[src/source/adc_pkg.sv]
`default_nettype none

package adc_pkg;

  //////////////////////////////////////////////////
  // widths

  // apb byte address, word aligned registers
  localparam int APB_ADDR_W = 8;

  // aperture and modulation clock totals need the long form
  localparam int LONG_W  = 32;
  localparam int SHORT_W = 24;

  typedef logic [LONG_W-1:0]  long_cnt_t;
  typedef logic [SHORT_W-1:0] short_cnt_t;

  //////////////////////////////////////////////////
  // switch and state encodings

  // two analog switch banks folded into one code
  // none turns both references off
  typedef enum logic [2:0] {
    REFMUX_NONE     = 3'b000,
    REFMUX_POS      = 3'b001,
    REFMUX_NEG      = 3'b010,
    REFMUX_SLOW_POS = 3'b011,
    REFMUX_RESET    = 3'b100
  } refmux_e;

  // modulation sequence, each timed phase has a start cycle
  typedef enum logic [3:0] {
    DONE,
    RESET_START,
    RESET,
    SIG_START,
    FIX_POS_START,
    FIX_POS,
    VAR_START,
    VAR,
    FIX_NEG_START,
    FIX_NEG,
    VAR2_START,
    VAR2,
    PRERUNDOWN,
    RUNDOWN_START,
    RUNDOWN
  } seq_state_e;

  //////////////////////////////////////////////////
  // bundles between blocks

  // host programmed measurement setup
  typedef struct packed {
    long_cnt_t  aperture;
    short_cnt_t reset_len;
    short_cnt_t fix_len;
    short_cnt_t var_len;
    logic       slow_rundown;
  } adc_cfg_t;

  // per clock view of the sequencer for the counting side
  typedef struct packed {
    refmux_e refmux;
    logic    sigmux;
    logic    clear;
    logic    in_rundown;
    logic    cycle_start;
    logic    var_up;
    logic    var_down;
    logic    capture;
  } seq_event_t;

  // clock and phase totals of one conversion
  typedef struct packed {
    short_cnt_t reset_clks;
    long_cnt_t  sig_clks;
    long_cnt_t  pos_clks;
    long_cnt_t  neg_clks;
    short_cnt_t rundown_clks;
    short_cnt_t cycles;
    short_cnt_t var_ups;
    short_cnt_t var_downs;
  } adc_result_t;

  //////////////////////////////////////////////////
  // register map

  localparam logic [APB_ADDR_W-1:0] REG_CTRL     = 8'h00;
  localparam logic [APB_ADDR_W-1:0] REG_APERTURE = 8'h04;
  localparam logic [APB_ADDR_W-1:0] REG_RESET    = 8'h08;
  localparam logic [APB_ADDR_W-1:0] REG_FIX      = 8'h0C;
  localparam logic [APB_ADDR_W-1:0] REG_VAR      = 8'h10;
  localparam logic [APB_ADDR_W-1:0] REG_MODE     = 8'h14;

  // read only results, same order as adc_result_t
  localparam logic [APB_ADDR_W-1:0] REG_RESET_CLKS   = 8'h20;
  localparam logic [APB_ADDR_W-1:0] REG_SIG_CLKS     = 8'h24;
  localparam logic [APB_ADDR_W-1:0] REG_POS_CLKS     = 8'h28;
  localparam logic [APB_ADDR_W-1:0] REG_NEG_CLKS     = 8'h2C;
  localparam logic [APB_ADDR_W-1:0] REG_RUNDOWN_CLKS = 8'h30;
  localparam logic [APB_ADDR_W-1:0] REG_CYCLES       = 8'h34;
  localparam logic [APB_ADDR_W-1:0] REG_VAR_UPS      = 8'h38;
  localparam logic [APB_ADDR_W-1:0] REG_VAR_DOWNS    = 8'h3C;

endpackage

`default_nettype wire
[src/source/adc_modulation_top.sv]
`default_nettype none

module adc_modulation_top #(
  parameter int SYNC_STAGES = 2
) (
  input  wire                           clk,
  input  wire                           rst,
  input  wire                           psel,
  input  wire                           penable,
  input  wire                           pwrite,
  input  wire [adc_pkg::APB_ADDR_W-1:0] paddr,
  input  wire [31:0]                    pwdata,
  output logic [31:0]                   prdata,
  output logic                          pready,
  output logic                          pslverr,
  input  wire                           comparator,
  output adc_pkg::refmux_e              refmux,
  output logic                          sigmux,
  output logic                          cmpr_disable
);
  import adc_pkg::*;

  adc_cfg_t    cfg;
  logic        trigger;
  seq_event_t  ev;
  adc_result_t running;
  adc_result_t last;
  logic        valid;

  // host side registers and start pulse
  adc_apb_regs u_regs (
    .clk(clk), .rst(rst), .psel(psel), .penable(penable), .pwrite(pwrite),
    .paddr(paddr), .pwdata(pwdata), .prdata(prdata), .pready(pready), .pslverr(pslverr),
    .cfg(cfg), .trigger(trigger), .last(last), .valid(valid)
  );

  // switch control
  modulation_sequencer #(.SYNC_STAGES(SYNC_STAGES)) u_seq (
    .clk(clk), .rst(rst), .cfg(cfg), .trigger(trigger), .comparator(comparator),
    .ev(ev), .refmux(refmux), .sigmux(sigmux), .cmpr_disable(cmpr_disable)
  );

  charge_counters u_cnt (.clk(clk), .rst(rst), .ev(ev), .running(running));

  result_capture u_cap (.clk(clk), .rst(rst), .ev(ev), .running(running), .last(last),
    .valid(valid));

endmodule

`default_nettype wire

[src/source/result_capture.sv]
`default_nettype none

module result_capture (
  input  wire                       clk,
  input  wire                       rst,
  input  wire adc_pkg::seq_event_t  ev,
  input  wire adc_pkg::adc_result_t running,
  output adc_pkg::adc_result_t      last,
  output logic                      valid
);

  //////////////////////////////////////////////////
  // completion flag

  // drops at the start of a new conversion
  always_ff @(posedge clk)
  begin
    if (rst)
      valid <= 1'b0;
    else if (ev.clear)
      valid <= 1'b0;
    else if (ev.capture)
      valid <= 1'b1;
  end

  //////////////////////////////////////////////////
  // result hold

  // only capture writes here, so the previous result
  // stays readable while the next one accumulates
  always_ff @(posedge clk)
  begin
    if (ev.capture)
      last <= running;
  end

endmodule

`default_nettype wire

[src/source/charge_counters.sv]
`default_nettype none

module charge_counters (
  input  wire                     clk,
  input  wire                     rst,
  input  wire adc_pkg::seq_event_t ev,
  output adc_pkg::adc_result_t    running
);
  import adc_pkg::*;

  // set between clear and capture
  logic active;
  logic count_en;

  always_ff @(posedge clk)
  begin
    if (rst)
      active <= 1'b0;
    else if (ev.clear)
      active <= 1'b1;
    else if (ev.capture)
      active <= 1'b0;
  end

  // the capture clock sits in done and belongs to no phase
  assign count_en = active && !ev.capture;

  //////////////////////////////////////////////////
  // clock totals

  always_ff @(posedge clk)
  begin
    if (ev.clear)
    begin
      running <= '0;
    end
    else if (count_en)
    begin
      // rundown counted by phase, so pos holds modulation only
      if (ev.in_rundown)
        running.rundown_clks <= running.rundown_clks + 1'b1;
      else
      begin
        case (ev.refmux)
          REFMUX_RESET: running.reset_clks <= running.reset_clks + 1'b1;
          REFMUX_POS:   running.pos_clks   <= running.pos_clks + 1'b1;
          REFMUX_NEG:   running.neg_clks   <= running.neg_clks + 1'b1;
          // none and slow pos carry no modulation charge
          default:      ;
        endcase
      end

      if (ev.sigmux)
        running.sig_clks <= running.sig_clks + 1'b1;

      // phase statistics
      if (ev.cycle_start)
        running.cycles <= running.cycles + 1'b1;
      if (ev.var_up)
        running.var_ups <= running.var_ups + 1'b1;
      if (ev.var_down)
        running.var_downs <= running.var_downs + 1'b1;
    end
  end

endmodule

`default_nettype wire

[src/source/modulation_sequencer.sv]
`default_nettype none

module modulation_sequencer #(
  parameter int SYNC_STAGES = 2
) (
  input  wire                       clk,
  input  wire                       rst,
  input  wire adc_pkg::adc_cfg_t    cfg,
  input  wire                       trigger,
  input  wire                       comparator,
  output adc_pkg::seq_event_t       ev,
  output adc_pkg::refmux_e          refmux,
  output logic                      sigmux,
  output logic                      cmpr_disable
);
  import adc_pkg::*;

  logic [SYNC_STAGES-1:0] cmpr_sync;
  logic                   cmpr_s;
  logic                   cmpr_prev;
  logic                   cmpr_cross;

  seq_state_e state;
  // clocks left in the current phase after this one
  short_cnt_t phase_cnt;
  long_cnt_t  ap_cnt;
  logic       dir_up;
  logic       capture_q;

  refmux_e var_mux;
  refmux_e rundown_mux;

  //////////////////////////////////////////////////
  // comparator synchronizer

  always_ff @(posedge clk)
  begin
    cmpr_sync[0] <= comparator;
    for (int i = 1; i < SYNC_STAGES; i++)
      cmpr_sync[i] <= cmpr_sync[i-1];
    cmpr_prev <= cmpr_s;
  end

  // high means integrator below the zero cross
  assign cmpr_s     = cmpr_sync[SYNC_STAGES-1];
  assign cmpr_cross = cmpr_s != cmpr_prev;

  // below the cross the negative reference drives up
  assign var_mux     = cmpr_s ? REFMUX_NEG : REFMUX_POS;
  assign rundown_mux = cfg.slow_rundown ? REFMUX_SLOW_POS : REFMUX_POS;

  //////////////////////////////////////////////////
  // sequence

  // switch codes are set on entry to each start state
  // so the start cycle is the first clock of its phase
  always_ff @(posedge clk)
  begin
    if (rst)
    begin
      state        <= DONE;
      refmux       <= REFMUX_RESET;
      sigmux       <= 1'b0;
      cmpr_disable <= 1'b1;
      capture_q    <= 1'b0;
      dir_up       <= 1'b0;
      phase_cnt    <= '0;
      ap_cnt       <= '0;
    end
    else if (trigger)
    begin
      // abandon anything in flight and short the integrator
      state        <= RESET_START;
      refmux       <= REFMUX_RESET;
      sigmux       <= 1'b0;
      cmpr_disable <= 1'b1;
      capture_q    <= 1'b0;
    end
    else
    begin
      capture_q <= 1'b0;

      // aperture timer runs beside the phase cycling
      if (sigmux)
      begin
        if (ap_cnt <= 32'd1)
          sigmux <= 1'b0;
        else
          ap_cnt <= ap_cnt - 1'b1;
      end

      case (state)
        DONE:
        begin
          // parked with the integrator shorted
          refmux       <= REFMUX_RESET;
          cmpr_disable <= 1'b1;
        end

        RESET_START:
        begin
          state     <= RESET;
          phase_cnt <= cfg.reset_len;
        end

        RESET:
        begin
          if (phase_cnt <= 24'd1)
          begin
            state        <= SIG_START;
            refmux       <= REFMUX_NONE;
            sigmux       <= 1'b1;
            ap_cnt       <= cfg.aperture;
            cmpr_disable <= 1'b0;
          end
          else
            phase_cnt <= phase_cnt - 1'b1;
        end

        // one clock of signal alone before the references start
        SIG_START:
        begin
          state     <= FIX_POS_START;
          refmux    <= REFMUX_POS;
          phase_cnt <= cfg.fix_len - 1'b1;
        end

        FIX_POS_START, FIX_POS:
        begin
          if (phase_cnt == '0)
          begin
            state     <= VAR_START;
            refmux    <= var_mux;
            dir_up    <= cmpr_s;
            phase_cnt <= cfg.var_len - 1'b1;
          end
          else
          begin
            state     <= FIX_POS;
            phase_cnt <= phase_cnt - 1'b1;
          end
        end

        VAR_START, VAR:
        begin
          if (phase_cnt == '0)
          begin
            state     <= FIX_NEG_START;
            refmux    <= REFMUX_NEG;
            phase_cnt <= cfg.fix_len - 1'b1;
          end
          else
          begin
            state     <= VAR;
            phase_cnt <= phase_cnt - 1'b1;
          end
        end

        FIX_NEG_START, FIX_NEG:
        begin
          if (phase_cnt == '0)
          begin
            state     <= VAR2_START;
            refmux    <= var_mux;
            dir_up    <= cmpr_s;
            phase_cnt <= cfg.var_len - 1'b1;
          end
          else
          begin
            state     <= FIX_NEG;
            phase_cnt <= phase_cnt - 1'b1;
          end
        end

        VAR2_START, VAR2:
        begin
          if (phase_cnt == '0)
          begin
            // leave only with signal off, last var driven up, and now above the cross
            if (!sigmux && dir_up && !cmpr_s)
            begin
              state  <= PRERUNDOWN;
              refmux <= REFMUX_NEG;
            end
            else
            begin
              state     <= FIX_POS_START;
              refmux    <= REFMUX_POS;
              phase_cnt <= cfg.fix_len - 1'b1;
            end
          end
          else
          begin
            state     <= VAR2;
            phase_cnt <= phase_cnt - 1'b1;
          end
        end

        // one more up clock so rundown always has a crossing ahead
        PRERUNDOWN:
        begin
          state  <= RUNDOWN_START;
          refmux <= rundown_mux;
        end

        RUNDOWN_START, RUNDOWN:
        begin
          if (cmpr_cross)
          begin
            state        <= DONE;
            refmux       <= REFMUX_RESET;
            cmpr_disable <= 1'b1;
            capture_q    <= 1'b1;
          end
          else
            state <= RUNDOWN;
        end

        default: state <= DONE;
      endcase
    end
  end

  //////////////////////////////////////////////////
  // event flags for the counting side

  always_comb
  begin
    ev.refmux      = refmux;
    ev.sigmux      = sigmux;
    ev.clear       = state == RESET_START;
    ev.in_rundown  = (state == RUNDOWN_START) || (state == RUNDOWN);
    ev.cycle_start = state == FIX_POS_START;
    ev.var_up      = ((state == VAR_START) || (state == VAR2_START)) && dir_up;
    ev.var_down    = ((state == VAR_START) || (state == VAR2_START)) && !dir_up;
    // first clock back in done, after the last rundown clock was counted
    ev.capture     = capture_q;
  end

  // signal and integrator short never overlap
  a_no_sig_in_reset: assert property (
    @(posedge clk) disable iff (rst)
    !(sigmux && (refmux == REFMUX_RESET))
  );

  // zero phase lengths from the register block would wrap phase_cnt
  a_phase_len_set: assert property (
    @(posedge clk) disable iff (rst)
    trigger |-> ((cfg.fix_len != '0) && (cfg.var_len != '0))
  );

endmodule

`default_nettype wire

[src/source/adc_apb_regs.sv]
`default_nettype none

module adc_apb_regs (
  input  wire                           clk,
  input  wire                           rst,
  input  wire                           psel,
  input  wire                           penable,
  input  wire                           pwrite,
  input  wire [adc_pkg::APB_ADDR_W-1:0] paddr,
  input  wire [31:0]                    pwdata,
  output logic [31:0]                   prdata,
  output logic                          pready,
  output logic                          pslverr,
  output adc_pkg::adc_cfg_t             cfg,
  output logic                          trigger,
  input  wire adc_pkg::adc_result_t     last,
  input  wire                           valid
);
  import adc_pkg::*;

  logic access;
  logic wr_en;
  logic addr_cfg;
  logic addr_result;

  //////////////////////////////////////////////////
  // transfer decode

  // zero wait state slave
  assign pready = 1'b1;

  // access phase completes the transfer
  assign access = psel && penable;
  assign wr_en  = access && pwrite;

  always_comb
  begin
    addr_cfg    = paddr inside {REG_CTRL, REG_APERTURE, REG_RESET, REG_FIX, REG_VAR, REG_MODE};
    addr_result = paddr inside {REG_RESET_CLKS, REG_SIG_CLKS, REG_POS_CLKS, REG_NEG_CLKS,
                                REG_RUNDOWN_CLKS, REG_CYCLES, REG_VAR_UPS, REG_VAR_DOWNS};
  end

  // holes in the map, and results are read only
  assign pslverr = access && (!(addr_cfg || addr_result) || (pwrite && addr_result));

  // start pulse lasts just the access cycle
  // a start during a conversion restarts it
  assign trigger = wr_en && (paddr == REG_CTRL) && pwdata[0];

  //////////////////////////////////////////////////
  // configuration

  always_ff @(posedge clk)
  begin
    if (rst)
    begin
      cfg <= '0;
    end
    else if (wr_en)
    begin
      case (paddr)
        REG_APERTURE: cfg.aperture     <= pwdata;
        REG_RESET:    cfg.reset_len    <= pwdata[SHORT_W-1:0];
        REG_FIX:      cfg.fix_len      <= pwdata[SHORT_W-1:0];
        REG_VAR:      cfg.var_len      <= pwdata[SHORT_W-1:0];
        // bit 0 picks the slow reference for rundown
        REG_MODE:     cfg.slow_rundown <= pwdata[0];
        default:      ;
      endcase
    end
  end

  //////////////////////////////////////////////////
  // readback

  // status in ctrl, short counts zero extended
  always_comb
  begin
    case (paddr)
      REG_CTRL:         prdata = {31'd0, valid};
      REG_APERTURE:     prdata = cfg.aperture;
      REG_RESET:        prdata = 32'(cfg.reset_len);
      REG_FIX:          prdata = 32'(cfg.fix_len);
      REG_VAR:          prdata = 32'(cfg.var_len);
      REG_MODE:         prdata = {31'd0, cfg.slow_rundown};
      REG_RESET_CLKS:   prdata = 32'(last.reset_clks);
      REG_SIG_CLKS:     prdata = last.sig_clks;
      REG_POS_CLKS:     prdata = last.pos_clks;
      REG_NEG_CLKS:     prdata = last.neg_clks;
      REG_RUNDOWN_CLKS: prdata = 32'(last.rundown_clks);
      REG_CYCLES:       prdata = 32'(last.cycles);
      REG_VAR_UPS:      prdata = 32'(last.var_ups);
      REG_VAR_DOWNS:    prdata = 32'(last.var_downs);
      default:          prdata = '0;
    endcase
  end

  // access phase never comes without a select from the master
  a_penable_needs_psel: assert property (
    @(posedge clk) disable iff (rst)
    penable |-> psel
  );

endmodule

`default_nettype wire

[config.mk]
export PLATFORM = sky130hd
export DESIGN_NAME = adc_modulation_top
export DESIGN_NICKNAME = d
export VERILOG_FILES = /design/src/source/adc_pkg.sv /design/src/source/adc_modulation_top.sv /design/src/source/result_capture.sv /design/src/source/charge_counters.sv /design/src/source/modulation_sequencer.sv /design/src/source/adc_apb_regs.sv
export SDC_FILE = /design/constraint.sdc
export NUM_CORES = 1
export LEC_CHECK = 0
export BUFFER_PORTS_ARGS = -buffer_cell sky130_fd_sc_hd__buf_2
export CAP_MARGIN = 30
export CORE_MARGIN = 2
export CORE_UTILIZATION = 50
export DETAILED_ROUTE_END_ITERATION = 8
export GPL_TIMING_DRIVEN = 0
export PLACE_DENSITY = 0.66
export SLEW_MARGIN = 20
export SYNTH_ARGS = -nofsm -noshare
export SYNTH_HDL_FRONTEND = slang
export SYNTH_SLANG_ARGS = --single-unit
[constraint.sdc]
create_clock -name clk -period 8.3 [get_ports clk]
set_input_delay 1.66 -clock clk [delete_from_list [all_inputs] [get_ports clk]]
set_output_delay 1.66 -clock clk [all_outputs]
set_load 0.05 [all_outputs]
# Word-level counts from Yosys, hierarchy flattened
# Cells that the tools add are included.
# classes
addsub,12
magnitude_cmp,2
n_eq_ne,40
muxes,39
bitwise_logic,4
reduce_logical,57
# ops
operator,n
$pmux W32 S14,1
$pmux W24 S6,1
$mux W32,4
$add A24 B1 Y24 const B,5
$mux W24,5
$add A32 B1 Y32 const B,3
$sub A24 B1 Y24 const B,3
$eq A8 B6 Y1 const B,8
$pmux W4 S10,1
$le A32 B1 Y1 const B,1
$sub A32 B1 Y32 const B,1
$eq A4 B4 Y1 const B,7
$le A24 B1 Y1 const B,1
$logic_not A24 Y1,1
$pmux W3 S8,1
$reduce_and A2 Y1,12
$mux W4,5
$eq A4 B3 Y1 const B,4
$eq A8 B4 Y1 const B,2
$eq A8 B5 Y1 const B,2
$reduce_bool A8 Y1,2
$mux W3,5
$reduce_and A3 Y1,5
$reduce_or A2 Y1,7
other kinds (27),67
# totals
register_bits,609
input_bits,46
output_inout_bits,39
wordCells,188

# Logic depth before layout (Yosys ltp)
# Gate-level depths: netlist (run 1).
# depth
word_depth,7
mapped_depth,11
depth_no_buf,9

# Hierarchy
# A second synthesis (run 1) with hierarchy kept.
# hier_totals
cells_unflattened,3150
hier_area_um2,29653.4
# by_module_without_submodules
mod,instances,cells_each,area_each_um2
charge_counters,1,1229,10372.4
adc_apb_regs,1,902,6931.6
result_capture,1,219,6520.0
modulation_sequencer,1,800,5829.3

# Worst setup path before layout (run 1)
# Ideal clock, no wire load.
# synth_timing
kind,register -> register
start,register u_seq.capture_q
end,register u_cnt.running[122] (netlist name)
t_arrival_ps,6961
required_ps,8172
path_slack_ps,1211
path_stages_with_launch,9
path_buffers,1
synth_period_minus_slack_ps,7089
cell_sequence,dfxtp_1 nor2b_1 o2111ai_1 nor3_1 and2_1 clkbuf_1 and3_1 xnor2_1 nor2_1
# synth_via
elab_chain_cells,3
# synth_rtl
item,line_no,rtl
"start, declared",modulation_sequencer.sv:28,logic capture_q;
"start signal, assigned",modulation_sequencer.sv:65,capture_q <= 1'b0;
"start signal, assigned",modulation_sequencer.sv:77,capture_q <= 1'b0;
"start signal, assigned",modulation_sequencer.sv:81,capture_q <= 1'b0;
$logic_not A1 Y1,charge_counters.sv:26,assign count_en = active && !ev.capture;
$logic_and A1 B1 Y1,charge_counters.sv:26,
$reduce_and A3 Y1 (no source line),n/a,
# Every way passes these cells.
# A chain may end at the register's enable or synchronous reset.

# Worst setup path in the final report (run 1)
# layout_timing
start,input port paddr[5] (netlist bit)
end,output port prdata[0]
# layout_via
elab_chain_cells,2
word_cells_on_any_way,15
classes_between,eq/ne (13); mux (1); reduce/logical (1)
# layout_rtl
item,line_no,rtl
"start, declared",adc_modulation_top.sv:11,"input wire [adc_pkg::APB_ADDR_W-1:0] paddr,"
$eq A8 B6 Y1 (tied with other cells),adc_apb_regs.sv:79,case (paddr)
$pmux W32 S14 *,adc_apb_regs.sv:79,
"end, declared",adc_modulation_top.sv:13,"output logic [31:0] prdata,"
# Mark *: on every way between the ends. The rest lies on a longest branch, timed or not.

==> metrics.md, run 1 <==
| Metric | Value |
|---|---|
| GR Util All Layers | `34.6%` |
| Worst Setup End Kind | `output pin` |
| Post-route clock skew | `0.0212 ns` |
| Fmax | `0.150 GHz` |
| Die footprint | `0.0556 mm2` |
| DIE HEIGHT | `236 um` |
| Worst VDD drop | `0.151 mV` |
| Share of cells above drive strength 1 | `just under 8%` |
| Final setup fails | `0` |
| Synth unique cells | `78` |
| Clock network power share | `47.8%` |
| Io pins | `85` |
| Syn Area/Cell | `between 9 and 10 um2` |
| Post_cts resized | `0` |
| LEAKAGE | `11.0 nW` |
| Post-DP HPWL | `roughly 75,000 um` |
| Met3 GRT Util | `between 6 and 7%` |
| Post-synth top area share | `29.3%` |
| Final net count | `3,034` |
| Mapped Area | `0.0269 mm2` |
| Yosys warning count | `0` |
| Top cells by count, synth | `dfxtp_1 (393), nand2_1 (385), nor2_1 (325)` |
| Synth top area cells | `dfxtp_1 (29%), edfxtp_1 (24%), nand2_1 (5.4%)` |
| RePlAce Congestion | `slightly below 1` |
| Sw Pwr | `approximately 1.3 mW` |
| Final wirelength | `98,000 um` |
| Unrepaired setup endpoints after global routing | `no` |
| DRT Pass-1 Iters | `6` |
| Overall die width | `236 um` |
| Slowest stage delay, CP | `0.83 ns` |
| Remaining Overflow, GRT | `0` |
| Largest net degree at the start of global routing | `60` |
| Crit share post-route | `80.1%` |
| Internal Power | `4.77 mW` |
| Seq pwr share | `50.6%` |
| Post-CTS Setup Inserts | `0` |
| Final worst slack | `between 1.5 and 2 ns` |
| Final Max Tran Viols | `0` |
| Pre-CTS WS | `between 1.5 and 2 ns` |
| Max Root-Sink Buffers | `3` |
| Routed wire per std cell | `26.4 um` |
| R2r setup slk | `4.63 ns` |
| Layer with the highest usage | `met2` |
| Worst slew pin tran | `1.34 ns` |
| Sequential share of the synthesized area | `53.4%` |
| Initial core utilization | `50.8%` |
| Combinational share of power | `under 10%` |
| Core Rows | `84` |
| Clk_lat worst skew | `0.61 ns` |
| Top FF cell, synth | `dfxtp_1` |
| Initial antenna violation count | `2` |
| Net Sw Frac | `21.6%` |
| Setup CP Type | `in -> out` |
| Slew margin rel. | `about a tenth` |
| Met1 usage | `a little under half` |
| Clock root buffer | `clkbuf_16` |
| H-Tree Depth | `3` |
| Routed vias | `23,277` |
| Sequential cell area | `0.0144 mm2` |
| Crit-path most repeated cell | `buf_2` |
| CTS tree | `yes` |
| Seq cells post-synth | `about 610` |
| Crit start category | `input port` |
| Clock transition at path regs | `roughly 0.060 ns` |
| Routed Antenna Nets | `0` |
| CORE AREA | `0.0529 mm2` |
| Port bufs | `81` |
| Cell type with the largest total area after synthesis | `dfxtp_1` |
| Met2 global-route usage | `roughly 53%` |
| Final Hold Fails | `0` |
| Critical Path RT | `~6.6 ns` |
| Async set-reset flop share out of synthesis | `0%` |
| Crit path max fanout | `10` |
| Filler instances | `4,670` |
| Vias in the first global route | `around 22,000` |
| Slowest stage cell, crit path | `nor2_1` |
| Syn nets | `~2,900` |
| Status | `finished, final reports clean` |
| Top-count cell post-synth | `dfxtp_1` |
| Hold Crit Class | `reg -> reg` |
| Hold_buf cts | `0` |
| Pwr Density | `between 200 and 250 mW/mm2` |
| Via/cell ratio | `around 6.3` |
| Drt drc | `0` |
| First-pass GRT wire length | `142,000 um` |
| P&R area growth vs syn | `13.3%` |
| Synthesized instance count | `2,814` |
| Area of the multi-input gates | `0.0118 mm2` |
| Tmin final | `approximately 6.6 ns` |
| Clock sink count | `609` |
| Setup TNS | `0 ns` |
| DRT iter0 DRCs | `3,157` |
| CTS buffer count | `67` |
| CP cell instances | `buf_2 -> nor3_1 -> nand2b_1 -> nor2_1 -> clkbuf_1 -> a221oi_1 -> nand3_1 -> buf_2` |
| Crit path DAT | `about 5.0 ns` |
| Max_cap viols | `0` |
| EDFF count, synth | `216` |
-- placed cells by master, fill, tap and decap left out, types with 7 or more instances in the layout --
cell       instances
dfxtp_1          392
nand2_1          385
nor2_1           325
edfxtp_1         216
a21oi_1          212
clkbuf_1         157
xor2_1           156
nand3_1          123
buf_2            100
xnor2_1           88
o21ai_0           80
a22oi_1           71
clkbuf_16         70
nand4_1           61
nor3_1            56
and3_1            47
nor4_1            39
or3_1             37
inv_1             30
a221oi_1          30
a22o_1            26
a222oi_1          25
and2_1            21
and4_1            17
or4_1             17
o221ai_1          15
nand2b_1          14
o211ai_1          14
ha_1              14
mux2i_1           12
o22ai_1           11
nor2b_1           11
clkinv_2          11
o41ai_1           10
clkbuf_8           9
a211oi_1           8
nor3b_1            7
-- layout make-up --
class                      count  area share, %
antenna                        2         0.0165
buffer                       155           2.02
clock buffer                 102           6.45
clock inverter                19          0.527
inverter                      31          0.383
multi-input combinational   2019           38.8
sequential                   609           47.2
tap                          688           2.83
timing repair buffer          91           1.77
-- kinds of logic (layout without fill, tap and decap cells) --
logic type,Yosys count,after routing,synth area share (%)
adders and majority gates,15,15,0.690
muxes,15,15,0.573
buffers and inverters,186,398,2.73
other,1,3,0.0140
DFF,609,609,53.4
AOI/OAI and AO/OA,549,549,13.4
xor gates and xnor gates,245,245,8.02
and+or+nand+nor,1194,1194,21.1
-- critical path: cells and delay by family --
family,cells,cell delay (ns)
AO/OA/AOI/OAI,1,0.24
buffers and inverters,3,1.05
AND/OR/NAND/NOR,4,2.01
-- state kept, by name, indices dropped and copies added, names as in the netlist, 2 cells and up --
signal / count
u_seq.refmux: 3
u_cnt.running: 216
u_seq.phase_cnt: 24
u_regs.cfg: 105
u_seq.ap_cnt: 32
u_cap.last: 216
u_seq.cmpr_sync: 2
u_seq.state: 4
-- final timing paths --
kind | endpoint | from | cells past startpoint
max | prdata[0] | paddr[5] | 8
min | u_seq.cmpr_sync[1]$_DFF_P_ | u_seq.cmpr_sync[0]$_DFF_P_ | 0
max reg2reg | u_cnt.running[160]$_SDFFE_PP0P_ | u_seq.state[0]$_SDFFE_PP0P_ | 8
min reg2reg | u_seq.cmpr_sync[1]$_DFF_P_ | u_seq.cmpr_sync[0]$_DFF_P_ | 0
-- stage by stage --
step                      area, um2  cells  util [%]  total power [mW]  hold WS [ns]
after global routing          30400   3715      57.5              6.22         0.350
after detailed placement      28300   3593      53.5              3.24         0.316
after floorplan               26900   2814         -              3.18         0.310
after global placement        28100   3583      53.2              3.24         0.319
after CTS                     30400   3714      57.5              6.10         0.346
final                         30400   3716      57.5              6.08         0.344
-- power by group through the flow --
stage | clock network, mW | logic [mW] | registers, mW
floorplan | 0 | 0.0399 | 3.14
global placement | 0 | 0.0916 | 3.14
detailed placement | 0 | 0.0925 | 3.14
CTS | 2.93 | 0.0928 | 3.08
global route | 3.04 | 0.0979 | 3.08
finish | 2.91 | 0.0963 | 3.08
-- per-layer routing --
metal	up-vias	share of wire [%]
met5	-	0.0082
met4	2	5.5
met3	227	8.9
met2	1208	44
met1	11323	42
li1	10517	-
Note: power is estimated with default switching activity, not from simulation.
==> inputs of run 2 (changes only) <==
--- a/config.mk
+++ b/config.mk
@@ -11,7 +11,7 @@
 export CORE_UTILIZATION = 50
 export DETAILED_ROUTE_END_ITERATION = 8
 export GPL_TIMING_DRIVEN = 0
-export PLACE_DENSITY = 0.66
+export PLACE_DENSITY = 0.69
 export SLEW_MARGIN = 20
 export SYNTH_ARGS = -nofsm -noshare
 export SYNTH_HDL_FRONTEND = slang
==> constraint.sdc (replaced) <==
create_clock -name clk -period 5.57 [get_ports clk]
set_input_delay 1.114 -clock clk [delete_from_list [all_inputs] [get_ports clk]]
set_output_delay 1.114 -clock clk [all_outputs]
set_load 0.05 [all_outputs]
==> run 2 against run 1 <==
Net effect:
- clock-buffer cell count decreased by 16
- clock skew increased by 0.0032 ns
- the flow now finishes with violations (setup timing)
- die area unchanged
- worst hold slack got worse by 0.0077 ns
- design area increased by 0.51%
- flip-flop and latch count unchanged
- sequential power increased by 49%
==> metrics.md, run 2 (synthesis gave the netlist of run 1 again) <==
| Metric | Value |
|---|---|
| Hold Crit Class | `reg -> reg` |
| Commonest non-fill, non-tap cells in the layout | `dfxtp_1 (392), nand2_1 (385), nor2_1 (325)` |
| H-Tree Depth | `3` |
| Final Cell Area | `0.0306 mm2` |
| Worst slew pin tran | `roughly 1.1 ns` |
| CP delay by family, top | `simple AND/OR/NAND/NOR gates` |
| Max_cap viols | `0` |
| GR Util All Layers | `34.2%` |
| Max Root-Sink Buffers | `3` |
| Overall die width | `236 um` |
| Dpl cell area | `0.0283 mm2` |
| Tmin final | `5.62 ns` |
| Clock network power share | `49.3%` |
| Largest registers | `u_cap.last x216, u_cnt.running x216, u_regs.cfg x105` |
| Final worst slack | `-0.0460 ns` |
| Final wirelength | `97,300 um` |
| Worst VDD drop | `~0.21 mV` |
| Post_cts resized | `0` |
| Final Max Tran Viols | `0` |
| Post-route clock skew | `0.0244 ns` |
| Io pins | `85` |
| Pwr Density | `306 mW/mm2` |
| Clock root buffer | `clkbuf_16` |
| Via/cell ratio | `6.33` |
| Routed wire per std cell | `around 26 um` |
| Routed vias | `23,525` |
| Crit path max fanout | `10` |
| Initial antenna violation count | `0` |
| Fmax | `0.178 GHz` |
| Internal Power | `7.34 mW` |
| P&R area growth vs syn | `13.8%` |
| Remaining Overflow, GRT | `0` |
| Critical Path RT | `~4.5 ns` |
| Share of cells above drive strength 1 | `7.96%` |
| Slowest stage cell, crit path | `nor2_1` |
| Slowest stage delay, CP | `between 0.7 and 0.8 ns` |
| Combinational share of power | `1.6%` |
| Unrepaired setup endpoints after global routing | `no` |
| Routed Antenna Nets | `0` |
| Pwr Total | `9.34 mW` |
| Status | `finished with violations` |
| Crit-path most repeated cell | `buf_2` |
| Layout Cells excl Fill | `3,716` |
| Crit path DAT | `4.50 ns` |
| Vias in the first global route | `21,483` |
| DIE HEIGHT | `between 200 and 250 um` |
| Clk_lat worst skew | `between 0.6 and 0.7 ns` |
| Sw Pwr | `2.01 mW` |
| CORE AREA | `0.0529 mm2` |
| LEAKAGE | `11.1 nW` |
| First-pass GRT wire length | `141,000 um` |
| CTS buffer count | `66` |
| Clock transition at path regs | `0.06 ns` |
| Seq pwr share | `49.1%` |
| Drt drc | `0` |
| Failing checks | `setup timing` |
| Largest net degree at the start of global routing | `59` |
| Post-CTS Setup Inserts | `0` |
| Post-DP HPWL | `74,300 um` |
| Most common cell after layout, fill and taps aside | `dfxtp_1` |
| Pre-CTS WS | `~0.16 ns` |
| Crit start category | `input port` |
| Filler instances | `4,618` |
| Slew margin rel. | `25.1%` |
| Net Sw Frac | `a little over a fifth` |
| CTS tree | `yes` |
| DRT iter0 DRCs | `between 3,000 and 4,000` |
| Die footprint | `0.0556 mm2` |
| RePlAce Congestion | `1.04` |
| Setup TNS | `-0.0765 ns` |
| Core Rows | `84` |
| Final setup fails | `2` |
| Setup CP Type | `in -> out` |
| CP cell instances | `buf_2 -> nor3_1 -> nand2b_1 -> nor2_1 -> clkbuf_1 -> a222oi_1 -> nand3_1 -> buf_2` |
| Bufs and invs on worst path | `3` |
| Worst Setup End Kind | `output pin` |
| Initial core utilization | `50.8%` |
| DRT Pass-1 Iters | `7` |
| Final Hold Fails | `0` |
| Clock sink count | `609` |
| Port bufs | `81` |
| Hold_buf cts | `0` |
| Final net count | `3,033` |
| Crit share post-route | `101%` |
| Placed insts | `3,591` |
==> run 2: cell count changes in the layout (fill, tap and decap cells not counted), moves of 3 or more <==
cell	previous run	this run
inv_6	0	3
clkinv_1	4	7
nor4_2	4	7
clkbuf_1	157	149
clkbuf_8	9	3
buf_2	100	96
bufinv_16	1	9
clkinv_4	0	4
clkinv_2	11	8
==> run 2: layout make-up <==
cell class	instances	area, um2	share of cell area [%]
tap	688	861	2.82
clock buffer	86	1800	5.89
sequential	609	14400	47.0
antenna	1	2.50	0.00819
buffer	155	616	2.01
clock inverter	36	465	1.52
inverter	31	116	0.381
multi-input combinational	2019	11800	38.6
timing repair buffer	91	549	1.80
==> run 2: path summary, 6_finish.rpt <==
path                                    from  cells after the start                             to  slack [ns]
min               u_seq.cmpr_sync[0]$_DFF_P_                      0     u_seq.cmpr_sync[1]$_DFF_P_        0.34
min reg2reg       u_seq.cmpr_sync[0]$_DFF_P_                      0     u_seq.cmpr_sync[1]$_DFF_P_        0.34
max reg2reg  u_seq.phase_cnt[4]$_SDFFE_PP0P_                      7  u_seq.ap_cnt[10]$_SDFFE_PP0N_        1.89
max                                 paddr[1]                      8                     prdata[18]       -0.05
==> run 2: routing by layer <==
metal  vias to the layer above  GRT usage, %  share of wire [%]
li1                      10513             -                  -
met1                     11388          46.7                 41
met2                      1388          53.0                 44
met3                       236          4.94                9.4
met4                         0          17.8                5.4
met5                         -             0                  0
==> run 2: power groups by stage <==
stage | Combinational, mW | Sequential (mW) | Clock [mW]
after CTS | 0.140 | 4.59 | 4.62
after floorplan | 0.0594 | 4.68 | 0
final | 0.145 | 4.59 | 4.61
after detailed placement | 0.139 | 4.68 | 0
after global placement | 0.138 | 4.68 | 0
after global routing | 0.147 | 4.59 | 4.80
==> run 2: stage by stage <==
stage / hold WS [ns] / utilization [%]
2_1_floorplan: 0.310 / -
5_1_grt: 0.343 / 57.8
3_5_place_dp: 0.315 / 53.5
3_3_place_gp: 0.318 / 53.2
4_1_cts: 0.335 / 57.8
6_report: 0.336 / 57.8
